--- config.mk ---
export PLATFORM = sky130hd
export DESIGN_NAME = flappyTop
export DESIGN_NICKNAME = d
export VERILOG_FILES = /design/src/hdl/flapPkg.sv /design/src/hdl/birdMotion.sv /design/src/hdl/flappyTop.sv /design/src/hdl/pipeField.sv /design/src/hdl/sceneCompositor.sv /design/src/hdl/scoreDisplay.sv /design/src/hdl/vgaTiming.sv
export SDC_FILE = /design/constraint.sdc
export NUM_CORES = 1
export LEC_CHECK = 0
export ABC_AREA = 1
export BUFFER_PORTS_ARGS = -buffer_cell sky130_fd_sc_hd__buf_2
export CELL_PAD_IN_SITES_DETAIL_PLACEMENT = 1
export CELL_PAD_IN_SITES_GLOBAL_PLACEMENT = 1
export CORE_MARGIN = 1
export CORE_UTILIZATION = 40
export CTS_BUF_LIST = sky130_fd_sc_hd__clkbuf_4
export CTS_CLUSTER_DIAMETER = 30
export CTS_CLUSTER_SIZE = 10
export DETAILED_ROUTE_END_ITERATION = 12
export PLACE_DENSITY = 0.7
export SETUP_SLACK_MARGIN = 0.05
export SLEW_MARGIN = 20
export SYNTH_ARGS = -nofsm -noshare
export SYNTH_HDL_FRONTEND = slang
export SYNTH_SLANG_ARGS = --single-unit
export TNS_END_PERCENT = 100
--- constraint.sdc ---
create_clock -name clk25M -period 5.63 [get_ports clk25M]
set_input_delay 1.4075 -clock clk25M [delete_from_list [all_inputs] [get_ports clk25M]]
set_output_delay 1.4075 -clock clk25M [all_outputs]
set_load 0.05 [all_outputs]
--- src/hdl/flapPkg.sv ---
package flapPkg;

	// raster coordinate and colour
	typedef logic [9:0] coord_t;
	typedef logic [11:0] rgb_t;

	typedef enum logic [1:0] {
		phIdle,
		phFlying,
		phCrashed
	} gamePhase_t;

	localparam rgb_t SKY_COLOR = 12'h8CE;
	localparam rgb_t PIPE_COLOR = 12'h3A2;
	localparam rgb_t BIRD_COLOR = 12'hFF0;
	localparam rgb_t CRASH_COLOR = 12'hF00;

	// 640x480 blanking intervals
	localparam logic [9:0] H_FRONT = 10'd16;
	localparam logic [9:0] H_SYNC = 10'd96;
	localparam logic [9:0] H_BACK = 10'd48;
	localparam logic [9:0] V_FRONT = 10'd10;
	localparam logic [9:0] V_SYNC = 10'd2;
	localparam logic [9:0] V_BACK = 10'd33;

	// pipe gets one step faster at each of these
	localparam logic [2:0][7:0] SPEEDUP_SCORES = {8'd30, 8'd15, 8'd5};

	// default geometry
	localparam int DEF_H_ACTIVE = 640;
	localparam int DEF_V_ACTIVE = 480;
	localparam int DEF_BIRD_X = 303;
	localparam int DEF_BIRD_SIZE = 32;
	localparam int DEF_FLAP_RISE = 40;
	localparam int DEF_GRAVITY_STEP = 5;
	localparam int DEF_PIPE_WIDTH = 64;
	localparam int DEF_GAP_HEIGHT = 150;
	localparam int DEF_PIPE_STEP = 10;
	localparam int DEF_FLASH_FRAMES = 30;

endpackage

--- src/hdl/birdMotion.sv ---
`timescale 1ns/1ps

module birdMotion
	import flapPkg::*;
#(
	parameter int V_ACTIVE = DEF_V_ACTIVE,
	parameter int BIRD_SIZE = DEF_BIRD_SIZE,
	parameter int FLAP_RISE = DEF_FLAP_RISE,
	parameter int GRAVITY_STEP = DEF_GRAVITY_STEP
) (
	input logic clk25M,
	input logic rst,
	input logic btnUp,
	input logic framePulse,
	input gamePhase_t phase,
	output coord_t birdY,
	output logic hitFloor,
	output logic startFlap
);

	localparam coord_t START_Y = coord_t'(V_ACTIVE / 2 - BIRD_SIZE / 2);
	localparam coord_t FLOOR_Y = coord_t'(V_ACTIVE - BIRD_SIZE);
	localparam coord_t RISE = coord_t'(FLAP_RISE);
	localparam coord_t FALL = coord_t'(GRAVITY_STEP);

	logic [1:0] btnSync;
	logic btnLast;
	logic btnFell;
	logic flapPending;

	// button idles high
	always_ff @(posedge clk25M or negedge rst) begin
		if (!rst) begin
			btnSync <= 2'b11;
			btnLast <= 1'b1;
		end else begin
			btnSync <= {btnSync[0], btnUp};
			btnLast <= btnSync[1];
		end
	end

	assign btnFell = btnLast & ~btnSync[1];

	always_ff @(posedge clk25M or negedge rst) begin
		if (!rst) begin
			flapPending <= 1'b0;
			birdY <= START_Y;
			hitFloor <= 1'b0;
			startFlap <= 1'b0;
		end else begin
			startFlap <= btnFell && (phase == phIdle);
			if (framePulse) begin
				// a press on the frame edge counts for the next frame
				flapPending <= btnFell;
				if (phase != phCrashed) begin
					if (flapPending) begin
						birdY <= (birdY > RISE) ? birdY - RISE : '0;
					end else if (phase == phFlying) begin
						if (birdY + FALL >= FLOOR_Y) begin
							birdY <= FLOOR_Y;
							hitFloor <= 1'b1;
						end else begin
							birdY <= birdY + FALL;
						end
					end
				end
			end else if (btnFell) begin
				flapPending <= 1'b1;
			end
		end
	end

endmodule

--- src/hdl/flappyTop.sv ---
`timescale 1ns/1ps

module flappyTop
	import flapPkg::*;
#(
	parameter int H_ACTIVE = DEF_H_ACTIVE,
	parameter int V_ACTIVE = DEF_V_ACTIVE,
	parameter int BIRD_X = DEF_BIRD_X,
	parameter int BIRD_SIZE = DEF_BIRD_SIZE,
	parameter int FLAP_RISE = DEF_FLAP_RISE,
	parameter int GRAVITY_STEP = DEF_GRAVITY_STEP,
	parameter int PIPE_WIDTH = DEF_PIPE_WIDTH,
	parameter int GAP_HEIGHT = DEF_GAP_HEIGHT,
	parameter int PIPE_STEP = DEF_PIPE_STEP,
	parameter int FLASH_FRAMES = DEF_FLASH_FRAMES
) (
	input logic clk25M,
	input logic rst,
	input logic btnUp,
	output logic hsync,
	output logic vsync,
	output logic [3:0] red,
	output logic [3:0] green,
	output logic [3:0] blue,
	output logic [6:0] seg0,
	output logic [6:0] seg1
);

	coord_t pixelX;
	coord_t pixelY;
	coord_t birdY;
	coord_t pipeX;
	coord_t gapTop;
	logic active;
	logic framePulse;
	logic hitFloor;
	logic startFlap;
	logic [7:0] score;
	gamePhase_t phase;

	vgaTiming #(.H_ACTIVE(H_ACTIVE), .V_ACTIVE(V_ACTIVE)) timing (
		.clk25M(clk25M), .rst(rst), .pixelX(pixelX), .pixelY(pixelY),
		.active(active), .hsync(hsync), .vsync(vsync), .framePulse(framePulse)
	);

	birdMotion #(
		.V_ACTIVE(V_ACTIVE), .BIRD_SIZE(BIRD_SIZE),
		.FLAP_RISE(FLAP_RISE), .GRAVITY_STEP(GRAVITY_STEP)
	) bird (
		.clk25M(clk25M), .rst(rst), .btnUp(btnUp), .framePulse(framePulse),
		.phase(phase), .birdY(birdY), .hitFloor(hitFloor), .startFlap(startFlap)
	);

	pipeField #(
		.H_ACTIVE(H_ACTIVE), .V_ACTIVE(V_ACTIVE), .BIRD_X(BIRD_X),
		.PIPE_WIDTH(PIPE_WIDTH), .GAP_HEIGHT(GAP_HEIGHT), .PIPE_STEP(PIPE_STEP)
	) pipes (
		.clk25M(clk25M), .rst(rst), .framePulse(framePulse), .phase(phase),
		.pipeX(pipeX), .gapTop(gapTop), .score(score)
	);

	sceneCompositor #(
		.BIRD_X(BIRD_X), .BIRD_SIZE(BIRD_SIZE),
		.PIPE_WIDTH(PIPE_WIDTH), .GAP_HEIGHT(GAP_HEIGHT)
	) scene (
		.clk25M(clk25M), .rst(rst), .pixelX(pixelX), .pixelY(pixelY),
		.active(active), .birdY(birdY), .pipeX(pipeX), .gapTop(gapTop),
		.hitFloor(hitFloor), .startFlap(startFlap), .phase(phase),
		.red(red), .green(green), .blue(blue)
	);

	scoreDisplay #(.FLASH_FRAMES(FLASH_FRAMES)) display (
		.clk25M(clk25M), .rst(rst), .score(score), .phase(phase),
		.framePulse(framePulse), .seg0(seg0), .seg1(seg1)
	);

endmodule

--- src/hdl/pipeField.sv ---
`timescale 1ns/1ps

module pipeField
	import flapPkg::*;
#(
	parameter int H_ACTIVE = DEF_H_ACTIVE,
	parameter int V_ACTIVE = DEF_V_ACTIVE,
	parameter int BIRD_X = DEF_BIRD_X,
	parameter int PIPE_WIDTH = DEF_PIPE_WIDTH,
	parameter int GAP_HEIGHT = DEF_GAP_HEIGHT,
	parameter int PIPE_STEP = DEF_PIPE_STEP
) (
	input logic clk25M,
	input logic rst,
	input logic framePulse,
	input gamePhase_t phase,
	output coord_t pipeX,
	output coord_t gapTop,
	output logic [7:0] score
);

	localparam coord_t PIPE_START = coord_t'(H_ACTIVE);
	localparam coord_t BX = coord_t'(BIRD_X);
	localparam coord_t PW = coord_t'(PIPE_WIDTH);
	// eight gap slots over the free height
	localparam coord_t GAP_UNIT = coord_t'((V_ACTIVE - GAP_HEIGHT) / 8);
	localparam coord_t GAP_START = coord_t'(4 * ((V_ACTIVE - GAP_HEIGHT) / 8));

	logic [2:0] lfsr;
	logic [2:0] lfsrNext;
	coord_t step;
	logic passed;
	logic [2:0] speedDone;

	// x^3 + x^2 + 1, period 7
	assign lfsrNext = {lfsr[1:0], lfsr[2] ^ lfsr[1]};

	always_ff @(posedge clk25M or negedge rst) begin
		if (!rst) begin
			pipeX <= PIPE_START;
			gapTop <= GAP_START;
			lfsr <= 3'b100;
			score <= '0;
			passed <= 1'b0;
		end else if (framePulse && phase == phFlying) begin
			if (!passed && (pipeX + PW < BX)) begin
				score <= score + 1'b1;
				passed <= 1'b1;
			end
			if (pipeX <= step) begin
				pipeX <= PIPE_START;
				lfsr <= lfsrNext;
				gapTop <= lfsrNext * GAP_UNIT;
				passed <= 1'b0;
			end else begin
				pipeX <= pipeX - step;
			end
		end
	end

	// score moves by one per frame, so at most one level per cycle
	always_ff @(posedge clk25M or negedge rst) begin
		if (!rst) begin
			step <= coord_t'(PIPE_STEP);
			speedDone <= '0;
		end else begin
			for (int i = 0; i < 3; i++) begin
				if (!speedDone[i] && score >= SPEEDUP_SCORES[i]) begin
					speedDone[i] <= 1'b1;
					step <= step + 1'b1;
				end
			end
		end
	end

endmodule

--- src/hdl/sceneCompositor.sv ---
`timescale 1ns/1ps

module sceneCompositor
	import flapPkg::*;
#(
	parameter int BIRD_X = DEF_BIRD_X,
	parameter int BIRD_SIZE = DEF_BIRD_SIZE,
	parameter int PIPE_WIDTH = DEF_PIPE_WIDTH,
	parameter int GAP_HEIGHT = DEF_GAP_HEIGHT
) (
	input logic clk25M,
	input logic rst,
	input coord_t pixelX,
	input coord_t pixelY,
	input logic active,
	input coord_t birdY,
	input coord_t pipeX,
	input coord_t gapTop,
	input logic hitFloor,
	input logic startFlap,
	output gamePhase_t phase,
	output logic [3:0] red,
	output logic [3:0] green,
	output logic [3:0] blue
);

	localparam coord_t BX = coord_t'(BIRD_X);
	localparam coord_t BSZ = coord_t'(BIRD_SIZE);
	localparam coord_t PW = coord_t'(PIPE_WIDTH);
	localparam coord_t GAP = coord_t'(GAP_HEIGHT);

	logic birdPix;
	logic wallPix;
	rgb_t pixColor;

	assign birdPix = (pixelX >= BX) && (pixelX < BX + BSZ) &&
		(pixelY >= birdY) && (pixelY < birdY + BSZ);
	assign wallPix = (pixelX >= pipeX) && (pixelX < pipeX + PW) &&
		((pixelY < gapTop) || (pixelY >= gapTop + GAP));

	always_ff @(posedge clk25M or negedge rst) begin
		if (!rst) begin
			phase <= phIdle;
		end else begin
			case (phase)
				phIdle: begin
					if (startFlap) phase <= phFlying;
				end
				phFlying: begin
					// bird drawn on top of a wall pixel
					if (hitFloor || (active && birdPix && wallPix)) phase <= phCrashed;
				end
				default: phase <= phCrashed;
			endcase
		end
	end

	always_comb begin
		if (phase == phCrashed) begin
			pixColor = CRASH_COLOR;
		end else if (birdPix) begin
			pixColor = BIRD_COLOR;
		end else if (wallPix && phase == phFlying) begin
			pixColor = PIPE_COLOR;
		end else begin
			pixColor = SKY_COLOR;
		end
	end

	// one cycle behind the counters
	always_ff @(posedge clk25M or negedge rst) begin
		if (!rst) begin
			{red, green, blue} <= '0;
		end else begin
			{red, green, blue} <= active ? pixColor : '0;
		end
	end

endmodule

--- src/hdl/scoreDisplay.sv ---
`timescale 1ns/1ps

module scoreDisplay
	import flapPkg::*;
#(
	parameter int FLASH_FRAMES = DEF_FLASH_FRAMES
) (
	input logic clk25M,
	input logic rst,
	input logic [7:0] score,
	input gamePhase_t phase,
	input logic framePulse,
	output logic [6:0] seg0,
	output logic [6:0] seg1
);

	localparam int CNT_W = $clog2(FLASH_FRAMES + 1);
	localparam logic [CNT_W-1:0] CNT_LAST = CNT_W'(FLASH_FRAMES - 1);

	logic [7:0] scoreMod;
	logic [3:0] ones;
	logic [3:0] tens;
	logic [CNT_W-1:0] flashCnt;
	logic blankPhase;
	logic blankNow;

	// gfedcba, segment lit when low
	function automatic logic [6:0] segCode(input logic [3:0] digit);
		case (digit)
			4'd0: segCode = 7'b1000000;
			4'd1: segCode = 7'b1111001;
			4'd2: segCode = 7'b0100100;
			4'd3: segCode = 7'b0110000;
			4'd4: segCode = 7'b0011001;
			4'd5: segCode = 7'b0010010;
			4'd6: segCode = 7'b0000010;
			4'd7: segCode = 7'b1111000;
			4'd8: segCode = 7'b0000000;
			4'd9: segCode = 7'b0010000;
			default: segCode = 7'b1111111;
		endcase
	endfunction

	assign scoreMod = score % 8'd100;
	assign ones = 4'(scoreMod % 8'd10);
	assign tens = 4'(scoreMod / 8'd10);

	// blank half of the flash comes first
	always_ff @(posedge clk25M or negedge rst) begin
		if (!rst) begin
			flashCnt <= '0;
			blankPhase <= 1'b1;
		end else if (phase == phCrashed && framePulse) begin
			if (flashCnt == CNT_LAST) begin
				flashCnt <= '0;
				blankPhase <= ~blankPhase;
			end else begin
				flashCnt <= flashCnt + 1'b1;
			end
		end
	end

	assign blankNow = (phase == phCrashed) && blankPhase;
	assign seg0 = blankNow ? 7'h7F : segCode(ones);
	assign seg1 = blankNow ? 7'h7F : segCode(tens);

endmodule

--- src/hdl/vgaTiming.sv ---
`timescale 1ns/1ps

module vgaTiming
	import flapPkg::*;
#(
	parameter int H_ACTIVE = DEF_H_ACTIVE,
	parameter int V_ACTIVE = DEF_V_ACTIVE
) (
	input logic clk25M,
	input logic rst,
	output coord_t pixelX,
	output coord_t pixelY,
	output logic active,
	output logic hsync,
	output logic vsync,
	output logic framePulse
);

	localparam coord_t H_LAST = coord_t'(H_ACTIVE + H_FRONT + H_SYNC + H_BACK - 1);
	localparam coord_t V_LAST = coord_t'(V_ACTIVE + V_FRONT + V_SYNC + V_BACK - 1);
	localparam coord_t HS_START = coord_t'(H_ACTIVE + H_FRONT);
	localparam coord_t HS_END = coord_t'(H_ACTIVE + H_FRONT + H_SYNC);
	localparam coord_t VS_START = coord_t'(V_ACTIVE + V_FRONT);
	localparam coord_t VS_END = coord_t'(V_ACTIVE + V_FRONT + V_SYNC);
	localparam coord_t HA = coord_t'(H_ACTIVE);
	localparam coord_t VA = coord_t'(V_ACTIVE);

	always_ff @(posedge clk25M or negedge rst) begin
		if (!rst) begin
			pixelX <= '0;
			pixelY <= '0;
		end else if (pixelX == H_LAST) begin
			pixelX <= '0;
			pixelY <= (pixelY == V_LAST) ? '0 : pixelY + 1'b1;
		end else begin
			pixelX <= pixelX + 1'b1;
		end
	end

	// sync pulses are active low
	assign hsync = !(pixelX >= HS_START && pixelX < HS_END);
	assign vsync = !(pixelY >= VS_START && pixelY < VS_END);
	assign active = (pixelX < HA) && (pixelY < VA);
	assign framePulse = (pixelX == H_LAST) && (pixelY == V_LAST);

endmodule

[Word-level counts from Yosys, hierarchy flattened]
Memories as Yosys holds them, arrays and structs flattened.
Cells that the tools add are included.
Word-level totals
  register bits: 100
  bits in read-only memories: 224
  logic and storage cells: 138
  output and inout bits: 28
  bits in writable memories: 0
  bits in latches: 0
  bits of input ports: 3
  memories: 2
Memories
  (no name shown): words 16, bits a word 7, read ports 1, clocked after Yosys merged registers in 0, wr ports 0, line scoreDisplay.sv:29  | case (digit)
  (no name shown): words 16, bits a word 7, read ports 1, clocked after Yosys merged registers in 0, wr ports 0, line scoreDisplay.sv:29
Operators by class
  bitwise operators: 5
  shift-type cells: 0
  $lt $le $gt $ge: 21
  reductions and logical operators: 40
  divide/modulo/power cells: 3
  muxes and demuxes: 24
  $add $sub $neg: 11
  equality and inequality tests: 8
  multiply operators: 1
Operators by type and width (count)
  2-to-1 mux 10 bit: 10
  2-to-1 mux 12 bit: 4
  < comparator 10 x 9 -> 1 bit, second input constant: 4
  adder 10 x 1 -> 10 bit, second input constant: 3
  >= comparator 10 bit: 3
  >= comparator 10 x 9 -> 1 bit, second input constant: 3
  == test 10 bit, second input constant: 2
  logical AND 1 bit: 20
  < comparator 10 bit: 2
  < comparator 10 bit, second input constant: 2
  2-to-1 mux 7 bit: 2
  adder 10 x 3 -> 10 bit, second input constant: 1
  adder 10 x 6 -> 10 bit, second input constant: 1
  adder 10 x 7 -> 10 bit, second input constant: 1
  adder 9 x 8 -> 10 bit, second input constant: 1
  >= comparator 10 bit, second input constant: 1
  greater-than comparator 10 x 6 -> 1 bit, second input constant: 1
  <= comparator 10 bit: 1
  < comparator 10 x 9 -> 1 bit: 1
  AND reduction 2 bit: 5
  subtractor 10 bit: 1
  subtractor 10 x 6 -> 10 bit, second input constant: 1
  multiplier 3 x 6 -> 9 bit, second input constant: 1
  adder 8 x 1 -> 8 bit, second input constant: 1
  other kinds (26): 41

[Logic depth before layout (Yosys ltp)]
Gate-level depths: netlist of run 1.
  word-level depth: 9
  depth in mapped cells: 36
  mapped depth without buffers: 36

[Modules after synthesis]
Synthesis of run 1 repeated with hierarchy kept, for this count alone.
Unflattened totals
  cells, all modules: 1154
  area total of the unflattened synthesis: 8366.8 um2
By module, submodules not included
  pipeField: cells an instance 332, instances 1, area an instance 2672.6 um2, sequential area each 984.7 um2
  sceneCompositor: cells an instance 307, instances 1, area an instance 1990.7 um2, sequential area each 275.3 um2
  scoreDisplay: cells an instance 223, instances 1, area an instance 1417.6 um2, sequential area each 151.4 um2
  vgaTiming: cells an instance 151, instances 1, area an instance 1188.6 um2, sequential area each 500.5 um2
  birdMotion: cells an instance 141, instances 1, area an instance 1097.3 um2, sequential area each 407.9 um2

[Worst setup path before layout of run 1]
No wires, ideal clock.
  kind: reg-to-output
  start: register pipes.score[0]
  end: output port seg0[3]
  data required time: 4223 ps
  buffers on the path: 0
  stages on the path, launching flop included: 33
  slack: 625 ps
  arrival time: 3597 ps
  path through: dfrtp_1 inv_1 ha_1 nand2_1 inv_1 nand2_1 nand2_4 nand2_2 nand2_2 nand2_4 nand2_2 xor2_1 nand2_2 nand2_4 nand2_2 nor2_2 nor2_2 nand2_2 nand2_1 nand2_1 nand2_2 nand2_4 nand2_4 nand2_2 nand3_1 nand2_2 nand2_4 nand2_2 nand2_1 ha_1 nand3b_1 nand3_1 nand2_1
On the way
  word-level cells in the longest chain between the ends: 4
RTL lines
  start: declaration: line pipeField.sv:19  | output logic [7:0] score
  start signal: assignment: line pipeField.sv:47  | score <= score + 1'b1;
  modulo 8 x 7 -> 8 bit: line scoreDisplay.sv:44  | assign scoreMod = score % 8'd100;
  modulo 8 x 4 -> 8 bit: line scoreDisplay.sv:45  | assign ones = 4'(scoreMod % 8'd10);
  memory read (16 x 7 bit)
  2-to-1 mux 7 bit: line scoreDisplay.sv:64  | assign seg0 = blankNow ? 7'h7F : segCode(ones);
  end: declaration: line flappyTop.sv:25  | output logic [6:0] seg0,
Every way passes these cells.

[Final worst setup path of run 1]
  start: register pipes.score[4]
  end: output port seg0[2]
The elaborated chain is that of the path after synthesis.

==> impl_results.md, run 1 <==
* Slowest cell on the critical path: dfrtp_2
* Sw frac at 34.5%
* IO buf count at 29
* Starting Density at 41.3%
* Synth Area in Adders at 16.5%
* Largest family of logic cells by synthesized area: simple AND/OR/NAND/NOR gates
* Post-Synth Simple-Gate Area at 23.9%
* Crit share post-route at 97.5%
* Cells after synthesis at 915
* Clock buffer depth at 2
* Vias per cell at 5.12
* Grt total ovfl at 0
* Cell-internal power at 831 uW
* Post-route minimum period at 5.49 ns
* Antenna-violating nets left at 0
* CP Max Fanout at 6
* Final setup vio count at 0
* Root buffer cell: clkbuf_4
* Hpwl dp at 14000 um
* Clock Power Share at 27.6%
* Synth unique cells at 52
* Status: complete, no violations
* Met1 Use GR at 27.3%
* H-tree Lvls at 3
* Reg2reg end: pipes.pipeX[9]$_DFFE_PN1P_
* Critical path type: flip-flop to output pin
* First-pass GRT wire length at 30200 um
* Commonest non-fill, non-tap cell in the layout: inv_1
* Max Cap Violations at 0
* Yosys reg bits at 92
* Core Rows at 48
* Mux contribution to synthesized area at 0.157%
* Crit path top cell by count: nand2_2
* FF-to-FF path depth at 12
* Critical Path Sink Type: output pin
* Synth Area in Compound Gates at 12.8%
* Chip width at 136 um
* Hold depth at 0
* Avg WL per Cell at 15.3 um
* Slew @ Worst Pin at 0.961 ns
* Reg2reg setup slack at 1.92 ns
* Vias in the first global route at 6349
* Initial antenna violation count at 1
* Final Hold Vio Count at 0
* Final core occ at 47.7%
* Hold_buf cts at 0
* Synth warn at 0
* Vias post-DR at 6205
* Final instance area at 8310 um^2
* XOR/XNOR share of the synthesized area at 5.60%
* Design Power at 1270 uW
* # fillers at 2129
* CTS Buf Count at 9
* Cell Area, Synth at 7190 um^2
* TritonCTS Sinks at 92
* Core area at 17400 um^2
* HP Start: bird.btnSync[0]$_DFF_PN1_
* CP Launch Type: flip-flop
* Register area share after synthesis at 32.3%
* Setup TNS at 0 ns
* Iter 0 DRT Violations at 242
* Fmax at 0.182 GHz
* Placed instance area at 7610 um^2
* Pin count of the biggest net entering global routing at 59
* DRC at 0
* Critical Path RT at 4.22 ns
* Peak supply drop at 0.247 mV
* Nets at 1078
* # IOs at 31
* Worst r2r src: timing.pixelX[0]$_DFF_PN0_
* Clock Latency Late Sink at 0.48 ns
* Final RePlAce weighted congestion at 0.790
* Layout cells sized above 1 at 19.3%
* Met2 Use GR at 35.2%
* RSZ-0062 raised after global routing: true
* Sequential Power Share at 55.4%
* GRT Max-Usage Layer: met2
* Detailed Route WL at 18500 um
* Syn Area/Cell at 7.86 um^2
* Hold slack at 0.375 ns
* Crit-path max cell delay at 0.43 ns
* P per Cell Area at 153 nW/um^2
* First drt pass iteration count at 4
* Final Max Tran Viols at 0
* Worst relative slew slack at 35.4%
* Worst hold path type: flip-flop to flip-flop
* Hold path endpoint: bird.btnSync[1]$_DFF_PN1_
* Clock skew at 0.0183 ns
* Worst path arrival time at 4.08 ns
* Commonest cells after routing, fill and taps aside: inv_1 (140), nand2_1 (138), ha_1 (89)
* Die area at 18500 um^2
* CTS tree: done
* Clock transition at path regs at 0.15 ns
* WP buf/inv at 5
* Delay-heaviest family, CP: simple AND/OR/NAND/NOR gates
* Leakage at 0.00432 uW
* Area growth from synthesis to layout at 15.5%
* M3 GR Usage at 3.17%
* Syn_nets at 1012
* Combinational fraction of design power at 17.0%
* Sw Pwr at 438 uW
* Total GRT Usage at 20.6%
* Die Ht at 136 um
==> per-layer routing <==
metal  vias to the layer above  part of all wire, %
met3                        19                  1.9
met5                         -                    0
met2                        50                   49
met4                         0                  1.3
li1                       3138                    -
met1                      2998                   48
==> cell families after synthesis <==
logic type	after synthesis
mux	1
compound gates	150
flops	92
xor+xnor	46
fa+ha+maj	94
other cells	1
buf+inv	164
simple gates	367
==> state kept, by name, summed over array words and instances, names as in the netlist, 2 cells and up <==
name              flops
bird.birdY           10
pipes.pipeX          10
pipes.step           10
timing.pixelX        10
timing.pixelY        10
pipes.score           8
display.flashCnt      5
pipes.gapTop          5
scene.green           4
pipes.speedDone       3
scene.red             3
bird.btnSync          2
pipes.lfsr            2
scene.blue            2
scene.phase           2
==> worst max-delay path by stage <==
stage                                     startpoint      end  slack [ns]  depth (start not counted)
after floorplan           pipes.score[0]$_DFFE_PN0P_  seg0[3]        0.63                         32
after global placement    pipes.score[4]$_DFFE_PN0P_  seg0[3]        0.43                         30
after detailed placement  pipes.score[4]$_DFFE_PN0P_  seg0[3]        0.26                         30
after CTS                 pipes.score[4]$_DFFE_PN0P_  seg0[3]        0.05                         30
after global routing      pipes.score[3]$_DFFE_PN0P_  seg0[3]       -0.14                         29
final                     pipes.score[4]$_DFFE_PN0P_  seg0[2]        0.14                         28
==> cells in the mapped netlist, drive strengths merged <==
| cell | n | area share [%] |
|---|---|---|
| fa | 1 | 0.28 |
| a21oi | 41 | 3.0 |
| o211ai | 8 | 0.90 |
| a31oi | 4 | 0.35 |
| nand4 | 13 | 1.1 |
| a41oi | 2 | 0.24 |
| a2111oi | 1 | 0.12 |
| inv | 157 | 8.2 |
| clkbuf | 2 | 0.10 |
| mux2 | 1 | 0.16 |
| dfrtp | 78 | 27 |
| and2 | 1 | 0.087 |
| a221oi | 3 | 0.37 |
| conb | 1 | 0.052 |
| nor4 | 11 | 0.96 |
| or2 | 4 | 0.35 |
| a21boi | 5 | 0.52 |
| o21bai | 5 | 0.52 |
| a22oi | 4 | 0.42 |
| a22o | 1 | 0.12 |
| dfstp | 14 | 5.1 |
| buf | 3 | 0.31 |
| xnor2 | 9 | 1.1 |
| o31ai | 3 | 0.31 |
| nand2 | 175 | 11 |
| nor3 | 17 | 1.2 |
| o21ai | 45 | 3.1 |
| and3 | 2 | 0.17 |
| nand3 | 55 | 4.0 |
| clkinv | 2 | 0.10 |
| xor2 | 37 | 4.5 |
| nor2 | 85 | 4.8 |
| ha | 93 | 16 |
| o22ai | 9 | 0.78 |
| nand3b | 4 | 0.59 |
| o311ai | 1 | 0.12 |
| a211oi | 3 | 0.31 |
| o21a | 12 | 1.3 |
| a21o | 3 | 0.31 |
==> power by group through the flow <==
| stage | clock network, uW | registers, uW | logic, uW |
|---|---|---|---|
| after detailed placement | 0 | 717 | 219 |
| after CTS | 372 | 705 | 219 |
| after global routing | 388 | 707 | 231 |
| final | 350 | 703 | 215 |
| after global placement | 0 | 715 | 215 |
| after floorplan | 0 | 793 | 81.8 |
==> through the flow <==
| step | cells | worst slack [ns] |
|---|---|---|
| global route | 1212 | -0.141 |
| CTS | 1198 | 0.0536 |
| detailed placement | 1167 | 0.262 |
| floorplan | 915 | 0.625 |
| finish | 1212 | 0.141 |
| global placement | 1167 | 0.428 |
==> what timing repair did <==
action,CTS,global route
buffers inserted,15,13
gates resized for setup,21,87
endpoints found under the setup margin,14,14
pin swaps,12,43
hold endpoints to repair,0,0
==> cell type report <==
cell class / count / area (um^2) / share of cell area (%)
antenna: 1 / 2.50 / 0.0301
clock buffer: 11 / 82.6 / 0.994
clock inverter: 5 / 36.3 / 0.437
inverter: 159 / 606 / 7.29
multi-input combinational: 659 / 4520 / 54.4
sequential: 92 / 2320 / 28.0
tap: 225 / 282 / 3.39
timing repair buffer: 60 / 457 / 5.50
==> worst register-to-register path, delay by kind of cell, from the launching register on <==
family	cells	cell delay [ns]
flip-flops	1	0.43
AND/OR/NAND/NOR	6	2.21
buffers and inverters	3	0.58
AO/OA/AOI/OAI	2	0.24
adder cells (fa/ha/maj)	1	0.21
Note: power is estimated with default switching activity, not from simulation.
==> inputs of run 2 (changes only) <==
CTS_BUF_LIST = not set   (was sky130_fd_sc_hd__clkbuf_4)
==> impl_results.md, run 2 (synthesis gave the netlist of run 1 again) <==
* Layout Cells excl Fill at 1204
* Vias per cell at 5.10
* Iter 0 DRT Violations at 201
* Pin count of the biggest net entering global routing at 59
* # IOs at 31
* Final Max Tran Viols at 0
* Area growth from synthesis to layout at 15.3%
* Placed instance area at 7610 um^2
* Sequential Power Share at 46.5%
* FF-to-FF path depth at 12
* Final instance area at 8290 um^2
* First-pass GRT wire length at 30200 um
* CP Max Fanout at 6
* Leakage at 0.00432 uW
* DRC at 0
* Clock skew at 0.00981 ns
* Clock Power Share at 39.2%
* Clock buffer depth at 2
* Cell-internal power at 1040 uW
* RSZ-0062 raised after global routing: true
* Avg WL per Cell at 15.1 um
* Peak supply drop at 0.246 mV
* Final Hold Vio Count at 0
* Starting Density at 41.3%
* Hold depth at 0
* Final core occ at 47.6%
* Clock transition at path regs at 0.07 ns
* Crit-path max cell delay at 0.40 ns
* HP Start: bird.btnSync[0]$_DFF_PN1_
* Core area at 17400 um^2
* Fmax at 0.185 GHz
* Worst hold path type: flip-flop to flip-flop
* Core Rows at 48
* Critical Path Sink Type: output pin
* Slew @ Worst Pin at 0.902 ns
* Setup TNS at 0 ns
* Total placed cells including tap cells at 1167
* Worst r2r src: timing.pixelX[0]$_DFF_PN0_
* Worst relative slew slack at 39.3%
* Root buffer cell: clkbuf_16
* Reg2reg end: pipes.pipeX[9]$_DFFE_PN1P_
* Grt total ovfl at 0
* Diode count at 0
* Sw Pwr at 467 uW
* Post-route minimum period at 5.39 ns
* Vias in the first global route at 6307
* Die Ht at 136 um
* Delay-heaviest family, CP: simple AND/OR/NAND/NOR gates
* IO buf count at 29
* Detailed Route WL at 18200 um
* CTS tree: done
* Nets at 1071
* Antenna-violating nets left at 0
* Initial antenna violation count at 0
* Hold_buf cts at 0
* Vias post-DR at 6143
* CTS Buf Count at 9
* Hpwl dp at 14000 um
* Layout cells sized above 1 at 17.3%
* Critical Path RT at 4.22 ns
* Slowest cell on the critical path: dfrtp_2
* # fillers at 2126
* CP Launch Type: flip-flop
* Clock Latency Late Sink at 0.35 ns
* Die area at 18500 um^2
* Crit path top cell by count: nand2_4
* Commonest non-fill, non-tap cell in the layout: inv_1
* Max Cap Violations at 0
* Commonest cells after routing, fill and taps aside: inv_1 (144), nand2_1 (138), ha_1 (90)
* Status: complete, no violations
* WP buf/inv at 4
* Combinational fraction of design power at 14.3%
* Worst path arrival time at 3.99 ns
* H-tree Lvls at 3
* Hold path endpoint: bird.btnSync[1]$_DFF_PN1_
* Final RePlAce weighted congestion at 0.790
* P per Cell Area at 182 nW/um^2
* Reg2reg setup slack at 1.91 ns
* Chip width at 136 um
* Critical path type: flip-flop to output pin
* Sw frac at 30.9%
* Final setup vio count at 0
* Crit share post-route at 95.8%
* First drt pass iteration count at 4
* Total GRT Usage at 20.6%
* TritonCTS Sinks at 92
-- run 2: cell types whose count changed in the layout (fill, tap and decap cells not counted), moves of 3 or more --
cell / previous run / this run
clkbuf_4: 12 / 1
buf_2: 14 / 23
buf_6: 11 / 2
clkbuf_16: 0 / 9
buf_4: 34 / 27
inv_1: 140 / 144
inv_2: 15 / 11
nand2_2: 16 / 19
nand2_4: 21 / 18
o21ai_0: 39 / 42
-- run 2: area by class of cell --
type                            count  area [um^2]  share of cell area [%]
Multi-Input combinational cell    659         4460                    53.8
Sequential cell                    92         2320                    28.0
Tap cell                          225          282                    3.40
Inverter                          159          602                    7.26
Timing Repair Buffer               53          348                    4.20
Clock inverter                      4         32.5                   0.393
Clock buffer                       12          246                    2.97
-- run 2: power groups by stage --
| stage | logic [uW] | clock network (uW) | registers, uW |
|---|---|---|---|
| detailed placement | 219 | 0 | 717 |
| global route | 231 | 634 | 706 |
| finish | 215 | 593 | 703 |
| floorplan | 81.8 | 0 | 793 |
| global placement | 215 | 0 | 715 |
| CTS | 219 | 613 | 704 |
-- run 2: how the worst max path moves through the flow --
stage | to | slack [ns] | depth (start not counted) | startpoint
2_1_floorplan | seg0[3] | 0.63 | 32 | pipes.score[0]$_DFFE_PN0P_
3_3_place_gp | seg0[3] | 0.43 | 30 | pipes.score[4]$_DFFE_PN0P_
3_5_place_dp | seg0[3] | 0.26 | 30 | pipes.score[4]$_DFFE_PN0P_
4_1_cts | seg0[3] | 0.06 | 27 | pipes.score[3]$_DFFE_PN0P_
5_1_grt | seg0[3] | -0.08 | 32 | pipes.score[4]$_DFFE_PN0P_
6_report | seg0[0] | 0.24 | 32 | pipes.score[4]$_DFFE_PN0P_
-- run 2: timing repair --
item	CTS	global route
setup endpoints to repair	6	14
resized for setup	3	61
setup buffers	5	16
pin swaps	2	28
-- run 2: metrics by stage --
step / hold slack (ns) / power (uW) / setup slack, ns
detailed placement: 0.356 / 936 / 0.262
floorplan: 0.345 / 874 / 0.625
global placement: 0.352 / 930 / 0.428
finish: 0.365 / 1510 / 0.236
global route: 0.373 / 1570 / -0.0812
CTS: 0.369 / 1540 / 0.0614
-- run 2: worst reg2reg max path, cell delays in order (launching register included) --
cell and delay [ns]:
dfrtp_1 0.40, ha_1 0.21, nand3_1 0.20, nor2_1 0.23
inv_1 0.11, nor4_1 0.51, nand2_1 0.42, nor2_1 0.54
inv_1 0.28, nor2_1 0.31, inv_1 0.21, a21oi_1 0.16
a22oi_1 0.08
-- run 2: metal layers --
layer,global-route usage [%],part of all wire [%]
met5,0,0
met4,5.19,1.1
met3,2.83,2.2
met2,35.2,48
met1,27.3,48
